<file path="config.mk">
export PLATFORM = sky130hd
export DESIGN_NAME = barrel_execute
export DESIGN_NICKNAME = d
export VERILOG_FILES = /design/src/rtl/isa_pkg.sv /design/src/rtl/pipe_pkg.sv /design/src/rtl/barrel_execute.sv
export VERILOG_INCLUDE_DIRS = /design/src /design/src/include
export SDC_FILE = /design/constraint.sdc
export NUM_CORES = 1
export LEC_CHECK = 0
export ABC_AREA = 1
export BUFFER_PORTS_ARGS = -buffer_cell sky130_fd_sc_hd__buf_2
export CORE_MARGIN = 5
export CORE_UTILIZATION = 45
export CTS_BUF_LIST = sky130_fd_sc_hd__clkbuf_8
export DETAILED_ROUTE_END_ITERATION = 10
export PLACE_DENSITY = 0.77
export SLEW_MARGIN = 10
export SYNTH_ARGS = -nofsm -noshare
export SYNTH_HDL_FRONTEND = slang
export SYNTH_SLANG_ARGS = --single-unit
</file>
<file path="constraint.sdc">
create_clock -name clk_i -period 16.1 [get_ports clk_i]
set_input_delay 0.805 -clock clk_i [delete_from_list [all_inputs] [get_ports clk_i]]
set_output_delay 0.805 -clock clk_i [all_outputs]
set_load 0.01 [all_outputs]
</file>
<file path="src/include/barrel_consts.svh">
`ifndef BARREL_CONSTS_SVH
`define BARREL_CONSTS_SVH

// Core geometry
`define NUM_CTX      8
`define CTX_BITS     3
`define XLEN         32
`define NUM_REGS     32
`define REG_BITS     5

// Boot address of context n is n << CTX_PC_SHIFT
`define CTX_PC_SHIFT 12

// ORI r0,r0,0 used as the pipeline bubble
`define NOP_WORD     32'h1000_0000

`endif

</file>
<file path="src/rtl/isa_pkg.sv">
`include "barrel_consts.svh"
`default_nettype none

package isa_pkg;

	typedef enum logic [5:0] {
		RR   = 6'd0,
		ADDI = 6'd1,
		SUBI = 6'd2,
		ANDI = 6'd3,
		ORI  = 6'd4,
		XORI = 6'd5,
		CMPI = 6'd6,
		JMP  = 6'd7,
		BCC  = 6'd8,
		LW   = 6'd9,
		SW   = 6'd10
	} opcode_e;

	// Function field of RR instructions
	typedef enum logic [5:0] {
		ADD = 6'd0,
		SUB = 6'd1,
		AND = 6'd2,
		OR  = 6'd3,
		XOR = 6'd4,
		CMP = 6'd5
	} funct_e;

	// Branch conditions carried in the low bits of the ra field
	typedef enum logic [3:0] {
		BRA  = 4'd0,
		BEQ  = 4'd1,
		BNE  = 4'd2,
		BGTU = 4'd3,
		BLEU = 4'd4,
		BLTU = 4'd5,
		BGEU = 4'd6,
		BMI  = 4'd7,
		BPL  = 4'd8,
		BVS  = 4'd9,
		BVC  = 4'd10,
		BGT  = 4'd11,
		BGE  = 4'd12,
		BLE  = 4'd13,
		BLT  = 4'd14
	} cond_e;

	typedef struct packed {
		opcode_e               opcode;
		logic [`REG_BITS-1:0]  ra;
		logic [`REG_BITS-1:0]  rb;
		logic [`REG_BITS-1:0]  rt;
		logic [4:0]            spare;
		funct_e                funct;
	} rr_fmt_t;

	typedef struct packed {
		opcode_e               opcode;
		logic [`REG_BITS-1:0]  ra;
		logic [`REG_BITS-1:0]  rt;
		logic [15:0]           imm;
	} imm_fmt_t;

	// One word decoded two ways by opcode
	typedef union packed {
		rr_fmt_t  rr;
		imm_fmt_t im;
	} insn_u;

endpackage

`default_nettype wire

</file>
<file path="src/rtl/pipe_pkg.sv">
`include "barrel_consts.svh"
`default_nettype none

package pipe_pkg;

	typedef struct packed {
		logic z;
		logic c;
		logic n;
		logic v;
	} flags_t;

	typedef struct packed {
		logic                  valid;
		logic [`CTX_BITS-1:0]  ctx;
		logic [`XLEN-1:0]      pc;
		logic [`XLEN-1:0]      insn;
	} fetch_t;

	typedef struct packed {
		logic                  valid;
		logic [`CTX_BITS-1:0]  ctx;
		logic [`XLEN-1:0]      pc;
		logic [`XLEN-1:0]      insn;
		logic [`XLEN-1:0]      a;
		logic [`XLEN-1:0]      b;
		flags_t                flags;
	} operand_t;

	typedef struct packed {
		logic                  valid;
		logic [`CTX_BITS-1:0]  ctx;
		logic [`XLEN-1:0]      result;
		logic [`XLEN-1:0]      store_data;
		logic [`REG_BITS-1:0]  rd;
		logic                  we;
		logic                  flag_we;
		flags_t                flags;
		logic                  is_load;
		logic                  is_store;
	} exec_t;

	typedef struct packed {
		logic                  valid;
		logic [`CTX_BITS-1:0]  ctx;
		logic [`REG_BITS-1:0]  rd;
		logic [`XLEN-1:0]      data;
		logic                  we;
		logic                  flag_we;
		flags_t                flags;
	} wb_t;

	typedef struct packed {
		logic                  valid;
		logic [`CTX_BITS-1:0]  ctx;
		logic [`XLEN-1:0]      pc;
	} redirect_t;

endpackage

`default_nettype wire

</file>
<file path="src/rtl/barrel_execute.sv">
`include "barrel_consts.svh"
`default_nettype none

module barrel_execute import isa_pkg::*, pipe_pkg::*; (
	input  wire logic      clk_i,
	input  wire logic      reset_i,
	input  wire logic      stall_i,
	input  wire operand_t  operand_i,
	output exec_t          exec_o,
	output redirect_t      redirect_o
);

	localparam int MSB = `XLEN - 1;

	insn_u                insn;
	opcode_e              op;
	funct_e               fn;
	flags_t               fin;
	flags_t               fout;
	logic [`XLEN-1:0]     a;
	logic [`XLEN-1:0]     alu_b;
	logic [`XLEN-1:0]     imm_sx;
	logic [`XLEN-1:0]     imm_zx;
	logic [`XLEN-1:0]     result;
	logic [`XLEN-1:0]     pc_seq;
	logic [`XLEN-1:0]     ctx_base;
	logic [`XLEN-1:0]     next_pc;
	logic [`XLEN:0]       sum;
	logic                 is_alu;
	logic                 take;
	exec_t                exec_d;
	redirect_t            redirect_d;

	assign insn = operand_i.insn;
	assign op = insn.rr.opcode;
	assign fin = operand_i.flags;
	assign a = operand_i.a;
	assign imm_sx = {{(`XLEN - 16){insn.im.imm[15]}}, insn.im.imm};
	assign imm_zx = {{(`XLEN - 16){1'b0}}, insn.im.imm};
	assign alu_b = (op == RR) ? operand_i.b : imm_sx;

	// Immediate forms share the RR function codes; LW/SW compute an address
	always_comb begin
		is_alu = 1'b1;
		case (op)
			RR: begin
				fn = insn.rr.funct;
				is_alu = insn.rr.funct inside {ADD, SUB, AND, OR, XOR, CMP};
			end
			ADDI: fn = ADD;
			SUBI: fn = SUB;
			ANDI: fn = AND;
			ORI:  fn = OR;
			XORI: fn = XOR;
			CMPI: fn = CMP;
			default: begin
				fn = ADD;
				is_alu = 1'b0;
			end
		endcase
	end

	// ----------------------------------------
	// ALU and flags
	// ----------------------------------------
	always_comb begin
		case (fn)
			SUB, CMP: sum = {1'b0, a} - {1'b0, alu_b};
			AND:      sum = {1'b0, a & alu_b};
			OR:       sum = {1'b0, a | alu_b};
			XOR:      sum = {1'b0, a ^ alu_b};
			default:  sum = {1'b0, a} + {1'b0, alu_b};
		endcase
		result = sum[`XLEN-1:0];

		fout = fin;
		if (is_alu) begin
			fout.z = (result == '0);
			fout.n = result[MSB];
			// Logic ops keep C and V
			if (fn == ADD) begin
				fout.c = sum[`XLEN];
				fout.v = (a[MSB] == alu_b[MSB]) && (result[MSB] != a[MSB]);
			end else if (fn == SUB || fn == CMP) begin
				fout.c = sum[`XLEN];
				fout.v = (a[MSB] != alu_b[MSB]) && (result[MSB] != a[MSB]);
			end
		end
	end

	// ----------------------------------------
	// Branch condition and next PC
	// ----------------------------------------
	always_comb begin
		case (cond_e'(insn.im.ra[3:0]))
			BRA:     take = 1'b1;
			BEQ:     take = fin.z;
			BNE:     take = !fin.z;
			BGTU:    take = !fin.c && !fin.z;
			BLEU:    take = fin.c || fin.z;
			BLTU:    take = fin.c;
			BGEU:    take = !fin.c;
			BMI:     take = fin.n;
			BPL:     take = !fin.n;
			BVS:     take = fin.v;
			BVC:     take = !fin.v;
			BGT:     take = (fin.n == fin.v) && !fin.z;
			BGE:     take = (fin.n == fin.v);
			BLE:     take = fin.z || (fin.n != fin.v);
			BLT:     take = (fin.n != fin.v);
			default: take = 1'b0;
		endcase
	end

	assign pc_seq = operand_i.pc + `XLEN'(4);
	assign ctx_base = `XLEN'(operand_i.ctx) << `CTX_PC_SHIFT;

	always_comb begin
		if (op == JMP)
			next_pc = ctx_base + (imm_zx << 2);
		else if (op == BCC && take)
			next_pc = pc_seq + (imm_sx << 2);
		else
			next_pc = pc_seq;
	end

	always_comb begin
		exec_d.valid = operand_i.valid;
		exec_d.ctx = operand_i.ctx;
		exec_d.result = result;
		exec_d.store_data = operand_i.b;
		exec_d.rd = (op == RR) ? insn.rr.rt : insn.im.rt;
		exec_d.we = (is_alu && fn != CMP) || op == LW;
		exec_d.flag_we = is_alu;
		exec_d.flags = fout;
		exec_d.is_load = (op == LW);
		exec_d.is_store = (op == SW);

		redirect_d.valid = operand_i.valid;
		redirect_d.ctx = operand_i.ctx;
		redirect_d.pc = next_pc;
	end

	always_ff @(posedge clk_i) begin
		if (reset_i) begin
			exec_o.valid <= 1'b0;
			redirect_o.valid <= 1'b0;
		end else if (!stall_i) begin
			exec_o <= exec_d;
			redirect_o <= redirect_d;
		end
	end

endmodule

`default_nettype wire

</file>
Word-level counts from Yosys, hierarchy flattened --
Index checks and enable logic that the tools add are counted.
Storage, ports and cells: register bits after elaboration 113, input bits 139
Operators by class: $add $sub $neg 5, equality and inequality tests 40, mux-type cells 13, bitwise logic cells 5, reduce and logical (&&, ||, !) cells 23
Operator list (number):
- 33-bit one-hot mux with 4 select lines | 1
- 32-bit 2-to-1 mux | 3
- 6-bit by 3-bit == test with 1-bit output, second input constant | 8
- 6-bit by 2-bit == test with 1-bit output, second input constant | 6
- 6-bit one-hot mux with 6 select lines | 1
- 32-bit by 32-bit adder with 33-bit output | 1
- 32-bit by 32-bit subtractor with 33-bit output | 1
- 32-bit by 3-bit adder with 32-bit output, second input constant | 1
- 32-bit adder | 1
- 32-bit bitwise AND | 1
- 32-bit logical NOT | 1
- 32-bit bitwise OR | 1
- 32-bit XOR | 1
- 4-bit == test, second input constant | 7
- 15-bit by 18-bit adder with 19-bit output | 1
- 6-bit by 1-bit == test with 1-bit output, second input constant | 3
- 6-bit by 4-bit == test with 1-bit output, second input constant | 3
- 6-bit logical NOT | 3
- 4-bit by 3-bit == test with 1-bit output, second input constant | 4
- 1-bit one-hot mux with 15 select lines | 1
- 4-bit by 2-bit == test with 1-bit output, second input constant | 2
- 1-bit logical AND | 6
- 6-bit by 3-bit != test with 1-bit output, second input constant | 1
- 6-bit nonzero test | 1
- other kinds (14) | 27

Longest topological paths before layout --
Gate-level depths: netlist of run 1.
depth after elaboration 10, mapped depth 35, gate-level depth less buffers 34

Worst setup path before layout of run 1 --
OpenSTA, ideal clock, no wires.
path kind in2reg, from in reset_i, to reg exec_o[0] in the netlist's numbering, enable pin, arrival time 5471 ps, slack 10044 ps, cell stages on the path 1, path buffers 0, cell sequence nor2_1
Between the ends: cells in the longest elaborated chain, start to end 2
RTL lines:
- start, declared | line barrel_execute.sv:6 | input wire logic reset_i,
- 1-bit NOT (no source line)
- 2-bit AND reduction (no source line)
- end, declared | line barrel_execute.sv:9 | output exec_t exec_o,
No other way between the ends. A chain may end at the register's enable or synchronous reset.

==> qor.txt, run 1 <==
Synth Flop Type -> edfxtp_1
Tmin final -> 6.054 ns
CP Max Fanout -> 50
Routed WL -> 44020 microns
HPWL Detailed -> 35880 microns
GRT overflow -> 0
Largest net degree at the start of global routing -> 82
Logic pwr share -> 0.375
Setup_tns -> 0 ns
Starting Density -> 0.4554
First-pass GRT wire length -> 68340 microns
CP max-delay cell -> nand3_4
Clock latency on the worst-skew pair -> 0.47 ns
Longest Clk Path Bufs -> 2
Slew margin rel. -> 0.1672
Routed vias -> 13520
Crit end category -> register
Routed len/inst -> 16.92 microns
Nets@finish -> 2475
Worst-path clk slew -> 0.08 ns
H-tree depth -> 4
Pwr/cell area -> 70.34 nW/um^2
Input/output buffers -> 254
Initial antenna violation count -> 8
GRT Total Usage -> 0.2618
Post-synthesis cell type count -> 58
Resize count post-CTS -> 0
Crit path kind -> in -> reg
CTS tree -> done
Post-synthesis sequential area ratio -> 0.2588
Register bit total from synthesis -> 113
Int Pwr -> 647.8 uW
FF+latch area -> 3383 sq um
Core area -> 28700 sq um
Leakage -> 8.206 nW
Worst vdd rail ir drop -> 39.41 uV
Largest area contributor in the netlist -> edfxtp_1
DRC viols -> 0
Setup Viol. Count Final -> 0
Multi-input gate area -> 7990 sq um
Count of final hold-check violations -> 0
Top-count cell post-synth -> nand2_1
Fmax -> 0.1652 GHz
Arrival time at the worst endpoint -> 6.40 ns
Gpl congestion -> 0.9607
Number of vias per cell -> 5.195
Post-synth top cells -> nand2_1, inv_1, nor2_1
Post-Syn Nets -> 2232
Ports -> 256
Total net switching power -> 412.0 uW
Post-Synthesis Cells -> 1960
Actual slew at the worst max-slew pin -> 1.248 ns
CTS Sinks -> 113
Max incr delay on CP -> 0.56 ns
CTS Hold Bufs -> 0
Filler instances -> 2923
Top cells by area, synth -> edfxtp_1, nand2_1, ha_1
Non-filler cells, final -> 2602
Clock Power Share -> 0.283
DIE WIDTH -> 180.4 microns
Share of cells above drive strength 1 -> 0.1656
Synth top area share -> 0.2573
Root buf cell -> clkbuf_8
1st-iter DRT viols -> 1162
Sw frac -> 0.3888
Skew final -> 0 ns
Outcome -> complete, no violations
FP Rows -> 62
Final period util -> 0.3760
CP Launch Type -> input pin
EDFF count, synth -> 112
Cells after DPL -> 2568
DR pass1 iterations -> 6
Max Slew Vio Count -> 0
RSZ-0062 raised after global routing -> false
Synth Area per Inst -> 6.669 sq um
P&R area growth vs syn -> 15.28%
Max-cap violations -> 0
Fraction of registers with async set/reset -> 0
Vias in the first global route -> 13020
Die H -> 180.4 microns
Yosys Warn Count -> 0
Setup bufs post-CTS -> 0
Final ANT Viol Nets -> 0
Cts bufs inserted -> 17
Most frequent CP cell -> nand2_1
Req. time, crit path -> 16.45 ns
Hold crit path type -> in -> reg
Sequential power share -> 0.342
Die area -> 32560 sq um
Post-Syn Area -> 13070 sq um
-- stage by stage --
step	utilization	setup slack (ns)	hold WS, ns	power, mW	instance area (sq um)
floorplan	-	10.04	0.5465	0.6349	13070
global placement	0.5102	9.845	0.5303	0.7538	14650
detailed placement	0.5102	9.730	0.5354	0.7614	14650
CTS	0.5248	10.23	0.5043	1.060	15060
global route	0.5250	9.697	0.4975	1.131	15070
finish	0.5250	10.05	0.5195	1.060	15070
-- critical path, delay by kind of cell --
| family | cells | cell delay [ns] |
|---|---|---|
| simple gates | 24 | 3.86 |
| fa+ha+maj | 1 | 0.33 |
| buf+inv | 4 | 0.80 |
| xor+xnor | 1 | 0.19 |
| compound gates | 1 | 0.36 |
-- logic make-up after synthesis --
family          after synthesis  synth area share
simple gates                974            0.3234
compound gates              224            0.1010
flops                       113            0.2588
xor+xnor                     84           0.05628
fa+ha+maj                   133            0.1290
buf+inv                     431            0.1307
mux                           1         0.0007658
-- area by class of cell --
cell class,instances,share of cell area
antenna,2,0.0003321
clock buffer,17,0.01553
clock inverter,15,0.01221
inverter,397,0.09890
multi-input combinational,1416,0.5303
sequential,113,0.2245
tap,384,0.03189
timing repair buffer,258,0.08636
-- placed cells by master, fill, tap and decap left out, types with 5 or more instances in the layout --
master and count:
inv_1 387, clkbuf_8 17, nand2_1 557, clkinvlp_4 5, nor2_1 168, o21ai_0 68
a21oi_1 83, or2_2 9, nand2_2 5, nor2_4 14, edfxtp_1 112, nand3_1 126
nand4_1 26, o21ai_2 17, nand3b_1 9, o22ai_1 7, nor3_1 27, inv_2 10
xor2_1 72, nand3_2 5, and2_1 6, xnor2_1 12, nor4_1 6, ha_1 130
nor2_2 7, o21ai_1 12, buf_2 254, o211ai_1 8
-- layer usage --
layer	share of wire	global-route usage
met5	0.0016	0
met4	0.026	0.08288
met3	0.073	0.04945
met2	0.48	0.4506
met1	0.42	0.3330
-- flip-flops by register name, summed over array words and instances, names as in the netlist --
register and flops:
exec_o 77, redirect_o 36
-- final timing paths --
kind | start | depth (start not counted) | endpoint | slack, ns
worst max register to register | redirect_o[35]$_SDFFE_PP0N_ | 2 | redirect_o[35]$_SDFFE_PP0N_ | 15.50
worst min register to register | redirect_o[35]$_SDFFE_PP0N_ | 2 | redirect_o[35]$_SDFFE_PP0N_ | 0.54
worst max-delay path | operand_i[99] | 31 | exec_o[5]$_DFFE_PP_ | 10.05
worst min-delay path | operand_i[33] | 1 | exec_o[42]$_DFFE_PP_ | 0.52
-- power groups by stage --
stage          Sequential (mW)  Clock, mW  Combinational (mW)
3_5_place_dp             0.370          0               0.392
4_1_cts                  0.363      0.303               0.394
2_1_floorplan            0.385          0               0.250
6_report                 0.363      0.300               0.397
3_3_place_gp             0.369          0               0.385
5_1_grt                  0.365      0.318               0.447
(Power assumes the default switching activity.)
==> run 2: changes to the inputs <==
==> constraint.sdc (replaced) <==
create_clock -name clk_i -period 6.07 [get_ports clk_i]
set_input_delay 0.3035 -clock clk_i [delete_from_list [all_inputs] [get_ports clk_i]]
set_output_delay 0.3035 -clock clk_i [all_outputs]
set_load 0.01 [all_outputs]
==> qor.txt, run 2 (synthesized netlist as in run 1, its figures left out) <==
Outcome -> complete, no violations
Final period util -> 0.7859
Commonest non-fill, non-tap cell in the layout -> nand2_1
CP Max Fanout -> 37 (-26%)
Hold depth -> 1 (unchanged)
Worst hold path startpoint -> operand_i[8]
Share of cells above drive strength 1 -> 0.1661 (+0.0004593)
H-tree depth -> 4 (unchanged)
Power, Total -> 2.849 mW (+170%)
Final ANT Viol Nets -> 0 (unchanged)
GRT overflow -> 0 (unchanged)
Hold crit path type -> in -> reg
Filler instances -> 2898 (-0.86%)
Pwr/cell area -> 185.4 nW/um^2 (+160%)
Vias in the first global route -> 13140 (+0.90%)
CTS tree -> done
Routed vias -> 13730 (+1.6%)
Gpl congestion -> 0.9662 (+0.57%)
Fmax -> 0.2096 GHz
Count of final hold-check violations -> 0 (unchanged)
Crit end category -> register
Max reg flops -> 77 (unchanged)
Cts bufs inserted -> 17 (unchanged)
Hold Path End -> exec_o[17]$_DFFE_PP_
Input/output buffers -> 254 (unchanged)
Busiest grt layer -> met2
Arrival time at the worst endpoint -> 5.11 ns (-1.29 ns)
Commonest non-fill, non-tap cells in the layout -> nand2_1, inv_1, buf_2, nor2_1, ha_1
Die area -> 32560 sq um (unchanged)
FF-to-FF End -> redirect_o[35]$_SDFFE_PP0N_
Routed len/inst -> 16.96 microns (+0.26%)
Tmin final -> 4.770 ns
Initial antenna violation count -> 7 (-1)
DR pass1 iterations -> 5 (-1)
GRT Total Usage -> 0.2669 (+0.005116)
Worst vdd rail ir drop -> 98.45 uV (+150%)
Largest net degree at the start of global routing -> 83 (+1.2%)
Leakage -> 8.356 nW (+1.8%)
Longest Clk Path Bufs -> 2 (unchanged)
Slew margin rel. -> 0.1790 (+0.01186)
DIE WIDTH -> 180.4 microns (unchanged)
Number of vias per cell -> 5.211 (+0.31%)
Skew final -> 0 ns (unchanged)
Reg2reg start -> redirect_o[35]$_SDFFE_PP0N_
Multi-input gate area -> 7990 sq um (unchanged)
Final Worst Setup Slack -> 1.300 ns (-8.747 ns)
Clock latency on the worst-skew pair -> 0.48 ns (about the same)
Core area -> 28700 sq um (unchanged)
FP Rows -> 62 (unchanged)
GR Util met3 -> 0.05248 (+0.003028)
Max Slew Vio Count -> 0 (unchanged)
Ports -> 256 (unchanged)
Crit path kind -> in -> reg
RSZ-0062 raised after global routing -> false
DRC viols -> 0 (unchanged)
Largest Register -> exec_o
CTS Sinks -> 113 (unchanged)
Finished Core Util -> 0.5353 (+0.01033)
Routed WL -> 44700 microns (+1.5%)
R2R setup slack -> 5.46 ns (-10.04 ns)
Die H -> 180.4 microns (unchanged)
Dpl ws -> 0.9461 ns (-8.784 ns)
P&R area growth vs syn -> 17.55%
CP Launch Type -> input pin
M1 GR Usage -> 0.3376 (+0.004622)
Setup Viol. Count Final -> 0 (unchanged)
Actual slew at the worst max-slew pin -> 1.230 ns (-0.01776 ns)
Met2 GRT Util -> 0.4476 (-0.003008)
Req. time, crit path -> 6.41 ns (-10.04 ns)
FF+latch area -> 3383 sq um (unchanged)
Setup bufs post-CTS -> 0 (unchanged)
Biggest regs -> exec_o (77), redirect_o (36)
Most frequent CP cell -> nand2_1
Worst-path clk slew -> 0.07 ns (about the same)
Nets@finish -> 2505 (+1.2%)
Setup_tns -> 0 ns (unchanged)
1st-iter DRT viols -> 1058 (-9.0%)
HPWL Detailed -> 36020 microns (+0.40%)
Root buf cell -> clkbuf_8
R2R depth -> 2 (unchanged)
Starting Density -> 0.4554 (unchanged)
Max incr delay on CP -> 0.53 ns (-0.03 ns)
Max-cap violations -> 0 (unchanged)
CP max-delay cell -> o21ai_1
First-pass GRT wire length -> 69170 microns (+1.2%)
-- run 2: timing repair --
item                      4_1_cts  5_1_grt
hold buffers                   22        0
gates resized for setup         0        0
hold endpoints to repair       22        0
-- run 2: power breakdown --
group	switching, mW	leakage (nW)	internal, mW
sequential	0.0160	1.05	0.946
combinational	0.701	7.09	0.377
clock	0.365	0.216	0.444
-- run 2: per-layer routing --
layer / wire length, microns / part of all wire
met1: 18670 / 0.42
met2: 21060 / 0.47
met3: 3244 / 0.073
met4: 1690 / 0.038
met5: 27 / 0.00060
-- run 2: final cells by class --
type / instances / share of cell area
Multi-Input combinational cell: 1416 / 0.5200
Sequential cell: 113 / 0.2202
Timing Repair Buffer: 288 / 0.1029
Inverter: 397 / 0.09699
Tap cell: 384 / 0.03127
Clock buffer: 17 / 0.01523
Clock inverter: 15 / 0.01254
Antenna cell: 5 / 0.0008143
-- run 2: critical path, delay by kind of cell --
family / cells / cell delay [ns]
buffers and inverters: 6 / 0.56
AND/OR/NAND/NOR: 21 / 2.96
AO/OA/AOI/OAI: 2 / 0.75
adder cells (fa/ha/maj): 1 / 0.38
XOR/XNOR: 1 / 0.13
-- run 2: through the flow --
stage	cells	instance area, sq um	hold WS [ns]
after CTS	2630	15350	0.0001715
after global placement	2576	14710	0.4953
after floorplan	1960	13070	0.3759
after detailed placement	2576	14710	0.4993
final	2635	15360	0.03626
after global routing	2633	15360	0.001663
-- run 2: worst max path at each step --
| stage | cells after the start | end | from | slack [ns] |
|---|---|---|---|---|
| 6_report | 31 | exec_o[5]$_DFFE_PP_ | operand_i[99] | 1.30 |
| 5_1_grt | 31 | exec_o[5]$_DFFE_PP_ | operand_i[99] | 0.98 |
| 3_5_place_dp | 31 | exec_o[5]$_DFFE_PP_ | operand_i[99] | 0.95 |
| 4_1_cts | 31 | exec_o[5]$_DFFE_PP_ | operand_i[99] | 1.46 |
| 2_1_floorplan | 1 | exec_o[0]$_DFFE_PP_ | reset_i | 0.52 |
| 3_3_place_gp | 31 | exec_o[5]$_DFFE_PP_ | operand_i[99] | 1.00 |
