<file path="src/include/barrel_consts.svh">
`ifndef BARREL_CONSTS_SVH
`define BARREL_CONSTS_SVH

// Core geometry
`define NUM_CTX      8
`define CTX_BITS     3
`define XLEN         32
`define NUM_REGS     32
`define REG_BITS     5

// Boot address of context n is n << CTX_PC_SHIFT
`define CTX_PC_SHIFT 12

// ORI r0,r0,0 used as the pipeline bubble
`define NOP_WORD     32'h1000_0000

`endif

</file>
<file path="src/rtl/pipe_pkg.sv">
`include "barrel_consts.svh"
`default_nettype none

package pipe_pkg;

	typedef struct packed {
		logic z;
		logic c;
		logic n;
		logic v;
	} flags_t;

	typedef struct packed {
		logic                  valid;
		logic [`CTX_BITS-1:0]  ctx;
		logic [`XLEN-1:0]      pc;
		logic [`XLEN-1:0]      insn;
	} fetch_t;

	typedef struct packed {
		logic                  valid;
		logic [`CTX_BITS-1:0]  ctx;
		logic [`XLEN-1:0]      pc;
		logic [`XLEN-1:0]      insn;
		logic [`XLEN-1:0]      a;
		logic [`XLEN-1:0]      b;
		flags_t                flags;
	} operand_t;

	typedef struct packed {
		logic                  valid;
		logic [`CTX_BITS-1:0]  ctx;
		logic [`XLEN-1:0]      result;
		logic [`XLEN-1:0]      store_data;
		logic [`REG_BITS-1:0]  rd;
		logic                  we;
		logic                  flag_we;
		flags_t                flags;
		logic                  is_load;
		logic                  is_store;
	} exec_t;

	typedef struct packed {
		logic                  valid;
		logic [`CTX_BITS-1:0]  ctx;
		logic [`REG_BITS-1:0]  rd;
		logic [`XLEN-1:0]      data;
		logic                  we;
		logic                  flag_we;
		flags_t                flags;
	} wb_t;

	typedef struct packed {
		logic                  valid;
		logic [`CTX_BITS-1:0]  ctx;
		logic [`XLEN-1:0]      pc;
	} redirect_t;

endpackage

`default_nettype wire

</file>
<file path="src/rtl/barrel_fetch.sv">
`include "barrel_consts.svh"
`default_nettype none

module barrel_fetch import pipe_pkg::*; (
	input  wire logic              clk_i,
	input  wire logic              reset_i,
	input  wire logic              stall_i,
	input  wire logic              imem_hit_i,
	input  wire logic [`XLEN-1:0]  imem_dat_i,
	input  wire redirect_t         redirect_i,
	output logic [`XLEN-1:0]       imem_adr_o,
	output fetch_t                 fetch_o
);

	logic [`XLEN-1:0]     pc [`NUM_CTX];
	logic [`CTX_BITS-1:0] ctx;
	logic [`CTX_BITS-1:0] ctx_next;

	assign imem_adr_o = pc[ctx];
	assign ctx_next = (ctx == `CTX_BITS'(`NUM_CTX - 1)) ? '0 : ctx + 1'b1;

	// Per-context PCs, only ever moved by execute
	always_ff @(posedge clk_i) begin
		if (reset_i) begin
			for (int i = 0; i < `NUM_CTX; i++)
				pc[i] <= `XLEN'(i) << `CTX_PC_SHIFT;
		end else if (redirect_i.valid) begin
			pc[redirect_i.ctx] <= redirect_i.pc;
		end
	end

	always_ff @(posedge clk_i) begin
		if (reset_i) begin
			ctx <= '0;
			fetch_o.valid <= 1'b0;
		end else if (!stall_i) begin
			fetch_o.ctx <= ctx;
			fetch_o.pc <= pc[ctx];
			if (imem_hit_i) begin
				fetch_o.valid <= 1'b1;
				fetch_o.insn <= imem_dat_i;
				ctx <= ctx_next;
			end else begin
				// A miss sends a bubble and retries the same context
				fetch_o.valid <= 1'b0;
				fetch_o.insn <= `NOP_WORD;
			end
		end
	end

endmodule

`default_nettype wire

</file>
<file path="config.mk">
export PLATFORM = sky130hd
export DESIGN_NAME = barrel_fetch
export DESIGN_NICKNAME = d
export VERILOG_FILES = /design/src/rtl/pipe_pkg.sv /design/src/rtl/barrel_fetch.sv
export VERILOG_INCLUDE_DIRS = /design/src /design/src/include
export SDC_FILE = /design/constraint.sdc
export NUM_CORES = 1
export LEC_CHECK = 0
export BUFFER_PORTS_ARGS = -buffer_cell sky130_fd_sc_hd__buf_2
export CAP_MARGIN = 30
export CORE_MARGIN = 3
export CORE_UTILIZATION = 40
export DETAILED_ROUTE_END_ITERATION = 8
export SYNTH_ARGS = -nofsm -noshare
export SYNTH_HDL_FRONTEND = slang
export SYNTH_SLANG_ARGS = --single-unit
</file>
<file path="constraint.sdc">
create_clock -name clk_i -period 3.6 [get_ports clk_i]
set_input_delay 0.36 -clock clk_i [delete_from_list [all_inputs] [get_ports clk_i]]
set_output_delay 0.36 -clock clk_i [all_outputs]
set_load 0.01 [all_outputs]
</file>
Word level (Yosys, flattened, before mapping)
Memories as Yosys holds them, arrays and structs flattened. A register that Yosys moved wholly into a read port is not among the register bits.
Cells that the tools add are included.
{"block": "op_classes", "reduce_logical": 3, "bitwise_logic": 2, "order_cmp": 0, "n_addsub": 1, "shifts": 0, "div_mod_pow": 0, "n_eq_ne": 1, "n_mul": 0, "mux": 12}
{"cell": "two-way mux 32 bit", "n": 1}
{"cell": "OR reduction 32 bit", "n": 1}
{"cell": "two-way mux 3 bit", "n": 4}
{"cell": "two-way mux 1 bit", "n": 7}
{"cell": "AND reduction 2 bit", "n": 2}
{"cell": "adder 3 x 1 -> 3 bit (second input constant)", "n": 1}
{"cell": "== test 3 bit (second input constant)", "n": 1}
{"cell": "NOT 1 bit", "n": 2}
{"block": "totals", "in_bits": 72, "latch_bits": 0, "n_memories": 1, "regBits": 71, "rom_bits": 0, "ram_bits": 256}
{"name": "pc", "depth": 8, "width": 32, "read_ports": 1, "rd_ports_with_merged_regs": 1, "wr": 8, "line": "barrel_fetch.sv:15", "rtl": "logic [`XLEN-1:0] pc [`NUM_CTX];"}

Logic depth before layout (Yosys ltp)
Gate-level depths: netlist of the first run.
{"block": "logic_depth", "word_depth": 5, "depth_mapped": 5, "ltp_nobuf": 5}

Worst setup path before layout of the first run
No wires, ideal clock.
{"block": "synth_path", "path_kind": "input port to flip-flop", "start": "in reset_i", "end": "reg fetch_o[0] (netlist bit) (enable)", "setup_slack_ns": -0.231, "arrival_ns": 3.339, "stages": 2, "n_path_buf": 1, "cell_sequence": "clkbuf_1 -> nor2_1"}
{"block": "synth_between", "elab_chain_len": 2}
{"element": "start: declaration", "line": "barrel_fetch.sv:6", "rtl": "input wire logic reset_i,"}
{"element": "NOT 1 bit (no line)"}
{"element": "AND reduction 2 bit (no line)"}
{"element": "end: declaration", "line": "barrel_fetch.sv:12", "rtl": "output fetch_t fetch_o"}
Every way passes these cells.
A chain may end at the register's enable or synchronous reset.

==> flow_metrics.tcl, run 1 <==
set metrics [dict create \
    outcome "finished clean" \
    synth-seq-area-share_pct 69.7 \
    synth_top_area_share_pct 68.7 \
    place.gp.congestion 0.734 \
    antenna_found_initial 5 \
    dp.cells 1403 \
    fin_crit_ns 3.03 \
    ioPinCount 172 \
    holdBufCountCts 0 \
    slowest_stage "dfxtp_4" \
    io_buffer_count 171 \
    wl_per_cell_um 22.0 \
    finalSetupViolCount 0 \
    die_h_um 194 \
    cts_sinks 330 \
    powerDensity_nw_per_um2 530 \
    worst_pin_slew_ns 0.664 \
    path_clk_slew_ns 0.06 \
    grt_pass1_vias 7703 \
    final_nets 1061 \
    synth_cells 796 \
    fillers 2928 \
    total_power_mw 8.92 \
    drive_gt1_share_pct 31.0 \
    rows 68 \
    tns_ns 0 \
    initial_core_util_pct 40.7 \
    drv_slew 0 \
    hp-class "in -> reg" \
    drc_errors 0 \
    grtUsageTotal_pct 17.2 \
    drt_wl_total_mm 32.5 \
    synth-main-ff-cell "edfxtp_1" \
    async_flop_share_pct 0 \
    grt_max_degree 46 \
    htreeDepth 2 \
    r2r_slack_ns 1.34 \
    cp_cell_sequence "buf_12 -> mux4_1 -> mux2_2 -> buf_2" \
    hold_viol 0 \
    ff_latch_area_um2 9850 \
    post_cts_buffers 0 \
    avgSynthCellArea_um2 17.7 \
    syn_nets 870 \
    critical_path_arrival_ns 2.67 \
    place_area_um2 15600 \
    drtIter0Drc 485 \
    clock-root-buffer "clkbuf_16" \
    insertion_delay_ns 0.52 \
    synthesis.area_um2 14100 \
    critPathKind "reg -> out" \
    die_area_um2 37600 \
    fin_crit_sh_pct 84.1 \
    ant_nets 0 \
    worst_setup_path_end_kind "output port" \
    dr.pass1.iters 4 \
    layoutNonFillerInstCount 1473 \
    synth_area_leaders "edfxtp_1, and2_1, mux4_1" \
    cts_resized 0 \
    m1WireLength_mm 14.6 \
    synth_most_common_cell "edfxtp_1" \
    yosys_warnings 0 \
    synth_edf_count 323 \
    crit_required_ns 3.24 \
    core_area_um2 34700 \
    cts_tree "yes" \
    ir_worst_vdd_mv 0.286 \
    area_growth_pct 19.2 \
    die_w_um 194 \
    rsz0062_at_grt "no" \
    via_count 7480 \
    leakage_nw 6.13 \
    hpwl_mm 19.4 \
    dr.max_layer_used "met5" \
    maxCapViolCount 0 \
    stdcell_area_um2 16800 \
    finalClockSkew_ns 0.0108 \
    max_freq_ghz 0.330 \
    critPathLaunchType "flip-flop" \
    synth_top_cell_by_area "edfxtp_1" \
    cpPeakStageDelay_ns 0.77 \
    synthTopCellsByCount "edfxtp_1, and2_1, mux4_1" \
    ys_ff_latch 330 \
    grt_pass1_wl_mm 49.5 \
    multiInputGateArea_um2 4060 \
    synth.distinct_cells 25 \
    relSlewSlack_pct 55.7 \
    grt-ovfl-total 0 \
    cts_buffer_depth 3 \
    path_max_fanout 33 \
    cts-buffers-inserted 37 \
    met2_length_mm 15.3 \
    viasPerCell 5.08 \
    dr_wl_met3_mm 1.85 \
]
==> critical path, delay by kind of cell (launching register included) <==
kind / cells / cell delay, ns
muxes: 2 / 0.87
buffers and inverters: 2 / 0.46
DFF: 1 / 0.77
==> cells by family (layout without fill, tap and decap cells) <==
group | count (synthesis) | after routing | share of synthesized area (%)
flops | 330 | 330 | 69.7
simple gates | 316 | 316 | 13.9
mux | 99 | 99 | 14.5
buf+inv | 48 | 268 | 1.75
fa+ha+maj | 2 | 2 | 0.177
compound gates | 1 | 1 | 0.0354
other cells | 0 | 2 | 0
==> state kept, by name (all words and copies together) (netlist names), named ones only <==
signal,count
fetch_o,68
pc,256
ctx,3
==> final cells by class <==
type	instances	area share (%)
sequential	330	58.5
multi-input combinational	418	24.1
timing repair buffer	200	6.80
clock buffer	44	5.91
tap	455	3.38
clock inverter	24	1.27
antenna	2	0.0297
==> where the power goes <==
| group | internal, mW | switching (mW) | total, mW |
|---|---|---|---|
| clock network | 2.26 | 1.50 | 3.76 |
| registers | 4.47 | 0.0777 | 4.54 |
| logic | 0.283 | 0.338 | 0.620 |
| total | 7.01 | 1.91 | 8.92 |
==> placed cells by master (no fill, tap or decap), types with 11 or more instances in the layout <==
| cell type | instances |
|---|---|
| buf_4 | 24 |
| clkinv_2 | 11 |
| edfxtp_1 | 323 |
| or3_1 | 11 |
| buf_2 | 171 |
| mux2_2 | 32 |
| and2_1 | 275 |
| clkbuf_16 | 39 |
| mux4_1 | 56 |
==> metal layers <==
metal,vias to the layer above,global-route usage [%]
li1,3395,-
met1,3806,24.0
met3,60,3.54
met5,-,0
met2,215,27.7
met4,4,4.95
==> stage by stage <==
| stage | setup slack [ns] | hold WS [ns] | utilization (%) |
|---|---|---|---|
| final | 0.571 | 0.114 | 48.5 |
| after CTS | 0.529 | 0.0864 | 48.5 |
| after global routing | 0.473 | 0.105 | 48.5 |
| after detailed placement | 1.09 | 0.453 | 45.0 |
| after global placement | 1.09 | 0.454 | 44.9 |
| after floorplan | 0.892 | 0.434 | - |
==> final timing paths <==
kind         depth (start not counted)      startpoint             end
max                                  4       flip-flop  imem_adr_o[31]
min reg2reg                          0          ctx[1]     fetch_o[65]
max reg2reg                          3       flip-flop     fetch_o[63]
min                                  2  imem_dat_i[28]     fetch_o[28]
(Power assumes the default switching activity.)
==> inputs of run 2 (changes only) <==
==> constraint.sdc (replaced) <==
create_clock -name clk_i -period 2.85 [get_ports clk_i]
set_input_delay 0.285 -clock clk_i [delete_from_list [all_inputs] [get_ports clk_i]]
set_output_delay 0.285 -clock clk_i [all_outputs]
set_load 0.01 [all_outputs]
==> flow_metrics.tcl, run 2 (synthesized netlist as in run 1, its figures left out) <==
set metrics [dict create \
    grt-ovfl-total 0 \
    dr.max_layer_used "met5" \
    drc_errors 0 \
    largest_register_ffs 256 \
    htreeDepth 2 \
    wl_per_cell_um 22.2 \
    finalClockSkew_ns 0.00767 \
    reg_top3 "pc (256), fetch_o (68), ctx (3)" \
    cpPeakStageDelay_ns 0.64 \
    r2r_slack_ns 0.87 \
    relSlewSlack_pct 59.7 \
    outcome "finished clean" \
    ant_nets 0 \
    path_max_fanout 27 \
    rows 68 \
    worst_setup_path_end_kind "output port" \
    antenna_found_initial 3 \
    dr.pass1.iters 4 \
    mostFrequentLayoutCells "edfxtp_1, and2_1, buf_2, mux4_1, clkbuf_16" \
    critical_path_arrival_ns 2.37 \
    antenna_cells 0 \
    drtIter0Drc 492 \
    finalSetupViolCount 0 \
    rsz0062_at_grt "no" \
    drt_wl_total_mm 32.5 \
    die_w_um 194 \
    critPathKind "reg -> out" \
    grt_pass1_vias 7624 \
    die_h_um 194 \
    viasPerCell 5.08 \
    leakage_nw 6.05 \
    drv_slew 0 \
    core_area_um2 34700 \
    ir_worst_vdd_mv 0.341 \
    powerDensity_nw_per_um2 646 \
    min_to "fetch_o[28]" \
    max_freq_ghz 0.377 \
    insertion_delay_ns 0.51 \
    cts_sinks 330 \
    place.gp.congestion 0.740 \
    fin_crit_sh_pct 93.1 \
    cp_cell_sequence "buf_12 -> mux4_1 -> mux2_2 -> buf_2" \
    grtUsageTotal_pct 17.0 \
    reg2regPathDepth 3 \
    hold_viol 0 \
    hpwl_mm 18.7 \
    cts_tree "yes" \
    cts_buffer_depth 3 \
    hp-class "in -> reg" \
    grt_pass1_wl_mm 48.9 \
    final_nets 1059 \
    post_cts_buffers 0 \
    die_area_um2 37600 \
    holdBufCountCts 0 \
    min_from "imem_dat_i[28]" \
    area_growth_pct 18.2 \
    crit_required_ns 2.57 \
    path_clk_slew_ns 0.06 \
    met2_length_mm 15.6 \
    cts_resized 0 \
    m1WireLength_mm 14.6 \
    initial_core_util_pct 40.7 \
    dr_wl_met3_mm 1.69 \
    maxCapViolCount 0 \
    drive_gt1_share_pct 30.1 \
    total_power_mw 10.8 \
    grt_max_degree 68 \
    worst_pin_slew_ns 0.605 \
    layout.cells.most_common "edfxtp_1" \
    worstReg2RegEnd "fetch_o[34]" \
    io_buffer_count 171 \
    cts-buffers-inserted 36 \
    ioPinCount 172 \
    fin_crit_ns 2.65 \
    via_count 7433 \
    clock-root-buffer "clkbuf_16" \
    slowest_stage "mux4_1" \
    critPathLaunchType "flip-flop" \
    finalHoldWorstSlack_ns 0.0467 \
    tns_ns 0 \
    largest_register "pc" \
    hold_depth 2 \
]
-- run 2: cell types whose count changed in the layout (fill, tap and decap cells not counted) --
cell | before | now
inv_6 | 1 | 0
clkinv_2 | 11 | 7
buf_4 | 24 | 20
clkbuf_1 | 5 | 10
diode_2 | 2 | 0
buf_16 | 1 | 0
clkbuf_16 | 39 | 37
buf_12 | 4 | 8
clkinv_1 | 8 | 7
bufinv_16 | 4 | 1
-- run 2: metrics by stage --
step,utilization [%],area (um2),setup slack [ns],cells
after floorplan,-,14100,0.217,796
after global placement,45.0,15600,0.714,1402
after detailed placement,45.0,15600,0.706,1402
after CTS,48.1,16700,0.157,1464
after global routing,48.1,16700,0.108,1464
final,48.1,16700,0.196,1464
-- run 2: worst max-delay path, delay by kind of cell (launching register included) --
kind	cells	cell delay, ns
flip-flops	1	0.51
buffers and inverters	2	0.41
multiplexers	2	0.95
-- run 2: area by class of cell --
class	instances	area, um2
clock inverters	15	91.3
well taps	455	569
fillers	2970	18000
clock buffers	47	963
multi-input cells	418	4060
flip-flops and latches	330	9850
repair buffers	199	1170
-- run 2: routing by layer --
| metal | vias up | global-route usage, % |
|---|---|---|
| li1 | 3390 | - |
| met1 | 3791 | 24.0 |
| met2 | 195 | 27.9 |
| met3 | 53 | 3.09 |
| met4 | 4 | 3.99 |
| met5 | - | 0 |
-- run 2: report_power, final --
part           leakage [nW]  switching, mW  internal [mW]
combinational          2.40          0.444          0.361
sequential             3.13         0.0804           5.64
clock                 0.520           1.79           2.46
total                  6.05           2.32           8.46
-- run 2: worst max path at each step --
| stage | to |
|---|---|
| floorplan | fetch_o[0] |
| detailed placement | imem_adr_o[16] |
| global route | imem_adr_o[2] |
| global placement | imem_adr_o[2] |
| CTS | imem_adr_o[2] |
| finish | imem_adr_o[2] |
==> inputs of run 3 (changes only) <==
--- a/config.mk
+++ b/config.mk
@@ -6,11 +6,13 @@
 export SDC_FILE = /design/constraint.sdc
 export NUM_CORES = 1
 export LEC_CHECK = 0
+export ABC_AREA = 1
 export BUFFER_PORTS_ARGS = -buffer_cell sky130_fd_sc_hd__buf_2
 export CAP_MARGIN = 30
 export CORE_MARGIN = 3
 export CORE_UTILIZATION = 40
 export DETAILED_ROUTE_END_ITERATION = 8
+export PLACE_DENSITY_LB_ADDON = 0.2
 export SYNTH_ARGS = -nofsm -noshare
 export SYNTH_HDL_FRONTEND = slang
 export SYNTH_SLANG_ARGS = --single-unit
==> flow_metrics.tcl, run 3 <==
set metrics [dict create \
    path_max_fanout 41 \
    clock-root-buffer "clkbuf_16" \
    synthesis.area_um2 14900 \
    synth_top_area_share_pct 65.0 \
    cts-buffers-inserted 37 \
    relSlewSlack_pct 41.1 \
    synth_adder_area_share_pct 0.168 \
    grt_pass1_vias 10500 \
    syn_nets 1684 \
    grtUsageTotal_pct 19.1 \
    p_clk_share_pct 39.6 \
    p_int_mw 8.73 \
    max_freq_ghz 0.379 \
    ant_nets 0 \
    critical_path_arrival_ns 2.35 \
    largest_register_ffs 256 \
    rsz0062_at_grt "no" \
    htreeDepth 2 \
    yosys_warnings 0 \
    via_count 10800 \
    leakage_nw 8.50 \
    wl_per_cell_um 16.4 \
    synth_cells 1610 \
    place.gp.congestion 0.773 \
    drtIter0Drc 651 \
    cts_buffer_depth 3 \
    layout.cells.most_common "nand2_1" \
    cts_resized 0 \
    path_clk_slew_ns 0.06 \
    synth-xor-area-share_pct 0 \
    seqPwrFrac_pct 49.8 \
    drv_slew 0 \
    die_w_um 199 \
    critPathKind "reg -> out" \
    synthTopCellsByCount "nand2_1, inv_1, edfxtp_1" \
    initial_core_util_pct 40.7 \
    synth_compound_area_share_pct 0.134 \
    grt_max_degree 129 \
    die_area_um2 39700 \
    crit_required_ns 2.57 \
    finalSetupViolCount 0 \
    synth-seq-area-share_pct 65.9 \
    avgSynthCellArea_um2 9.27 \
    synth_area_leaders "edfxtp_1, nand2_1, inv_1" \
    synthSimpleGateAreaFrac_pct 23.0 \
    hold_depth 3 \
    multiInputGateArea_um2 3490 \
    drive_gt1_share_pct 14.9 \
    critPathLaunchType "flip-flop" \
    insertion_delay_ns 0.53 \
    ioPinCount 172 \
    grt_pass1_wl_mm 58.7 \
    hold_viol 0 \
    synth_mux_area_share_pct 0 \
    rows 70 \
    ff_latch_area_um2 9840 \
    ir_worst_vdd_mv 0.323 \
    outcome "finished clean" \
    ys_ff_latch 330 \
    synth_edf_count 323 \
    reg2regPathDepth 7 \
    drc_errors 0 \
    cts_tree "yes" \
    sw_frac_of_total_pct 24.3 \
    reg_top3 "pc (256), fetch_o (68), ctx (3)" \
    grt-ovfl-total 0 \
    hp-class "in -> reg" \
    min_to "fetch_o[25]" \
    largest_register "pc" \
    post_cts_buffers 0 \
    antenna_found_initial 1 \
    synth_most_common_cell "nand2_1" \
    io_buffer_count 171 \
    p_switching_mw 2.80 \
    mostFrequentLayoutCells "nand2_1, inv_1, edfxtp_1, nor2_1, buf_2" \
    finalClockSkew_ns 0.0173 \
    tns_ns 0 \
    powerDensity_nw_per_um2 651 \
    worst_pin_slew_ns 0.883 \
    min_from "imem_dat_i[25]" \
    r2r_slack_ns 1.01 \
    worstReg2RegEnd "fetch_o[42]" \
    area_growth_pct 18.7 \
    synth_top_family_by_area "simple AND/OR/NAND/NOR gates" \
    core_area_um2 36700 \
    fin_crit_ns 2.64 \
    hpwl_mm 22.4 \
    stdcell_area_um2 17700 \
    cts_sinks 330 \
    place_area_um2 16400 \
    fillers 3443 \
    synth.distinct_cells 18 \
    p_comb_share_pct 10.7 \
    drt_wl_total_mm 37.7 \
    synth_top_cell_by_area "edfxtp_1" \
    synth-main-ff-cell "edfxtp_1" \
    dr.pass1.iters 5 \
    antenna_cells 0 \
    async_flop_share_pct 0 \
    maxCapViolCount 0 \
    fin_crit_sh_pct 92.6 \
    die_h_um 199 \
    viasPerCell 4.68 \
    final_nets 1872 \
    worst_setup_path_end_kind "output port" \
]
## run 3: metrics by stage
stage          power, mW  std cells  utilization (%)  setup WS [ns]  hold WS (ns)
4_1_cts             11.7       2295             48.3          0.151      0.000146
3_3_place_gp        7.05       2208             44.6          0.719         0.445
6_report            11.5       2295             48.3          0.210        0.0272
5_1_grt             12.1       2295             48.3         0.0481        0.0200
2_1_floorplan       6.56       1610                -          0.395         0.354
3_5_place_dp        7.06       2208             44.6          0.675         0.452
## run 3: final cells by class
| class | count | area share, % |
|---|---|---|
| Sequential cell | 330 | 55.6 |
| Multi-Input combinational cell | 871 | 19.7 |
| Timing Repair Buffer | 225 | 7.81 |
| Inverter | 333 | 7.06 |
| Clock buffer | 45 | 5.64 |
| Tap cell | 468 | 3.31 |
| Clock inverter | 23 | 0.918 |
## run 3: layer usage
layer | routed length (um) | track usage (%)
met5 | 20 | 0
met4 | 897 | 6.04
met3 | 2290 | 3.34
met2 | 17600 | 32.1
met1 | 16800 | 25.5
## run 3: critical path, cell delays in order (launching register included)
cell and delay (ns):
dfxtp_4 0.36, clkinv_2 0.45, buf_12 0.38, nand2_1 0.09, nand3_1 0.07, nand2_1 0.10
nand2_1 0.05, nand2_1 0.14, buf_2 0.15
## run 3: cells by family after synthesis
group | Yosys count
AO/OA/AOI/OAI | 4
adder cells (fa/ha/maj) | 2
buffers and inverters | 409
flip-flops | 330
AND/OR/NAND/NOR | 865
## run 3: worst max path at each step
stage,start,depth (start not counted),to
global route,flip-flop,8,imem_adr_o[24]
global placement,reset_i,9,pc[3][3]
detailed placement,reset_i,9,pc[3][3]
CTS,flip-flop,8,imem_adr_o[28]
floorplan,stall_i,1,fetch_o[0]
finish,flip-flop,8,imem_adr_o[8]
## run 3: power groups by stage
| stage | combinational [mW] | sequential (mW) | clock (mW) |
|---|---|---|---|
| finish | 1.23 | 5.74 | 4.56 |
| global route | 1.40 | 5.76 | 4.89 |
| CTS | 1.25 | 5.74 | 4.69 |
| detailed placement | 1.23 | 5.84 | 0 |
| global placement | 1.22 | 5.83 | 0 |
| floorplan | 0.694 | 5.86 | 0 |
## run 3: timing repair
| item | 4_1_cts | 5_1_grt |
|---|---|---|
| endpoints found under the hold margin | 19 | 0 |
| hold buffers | 19 | 0 |
| setup endpoints to repair | 0 | 0 |
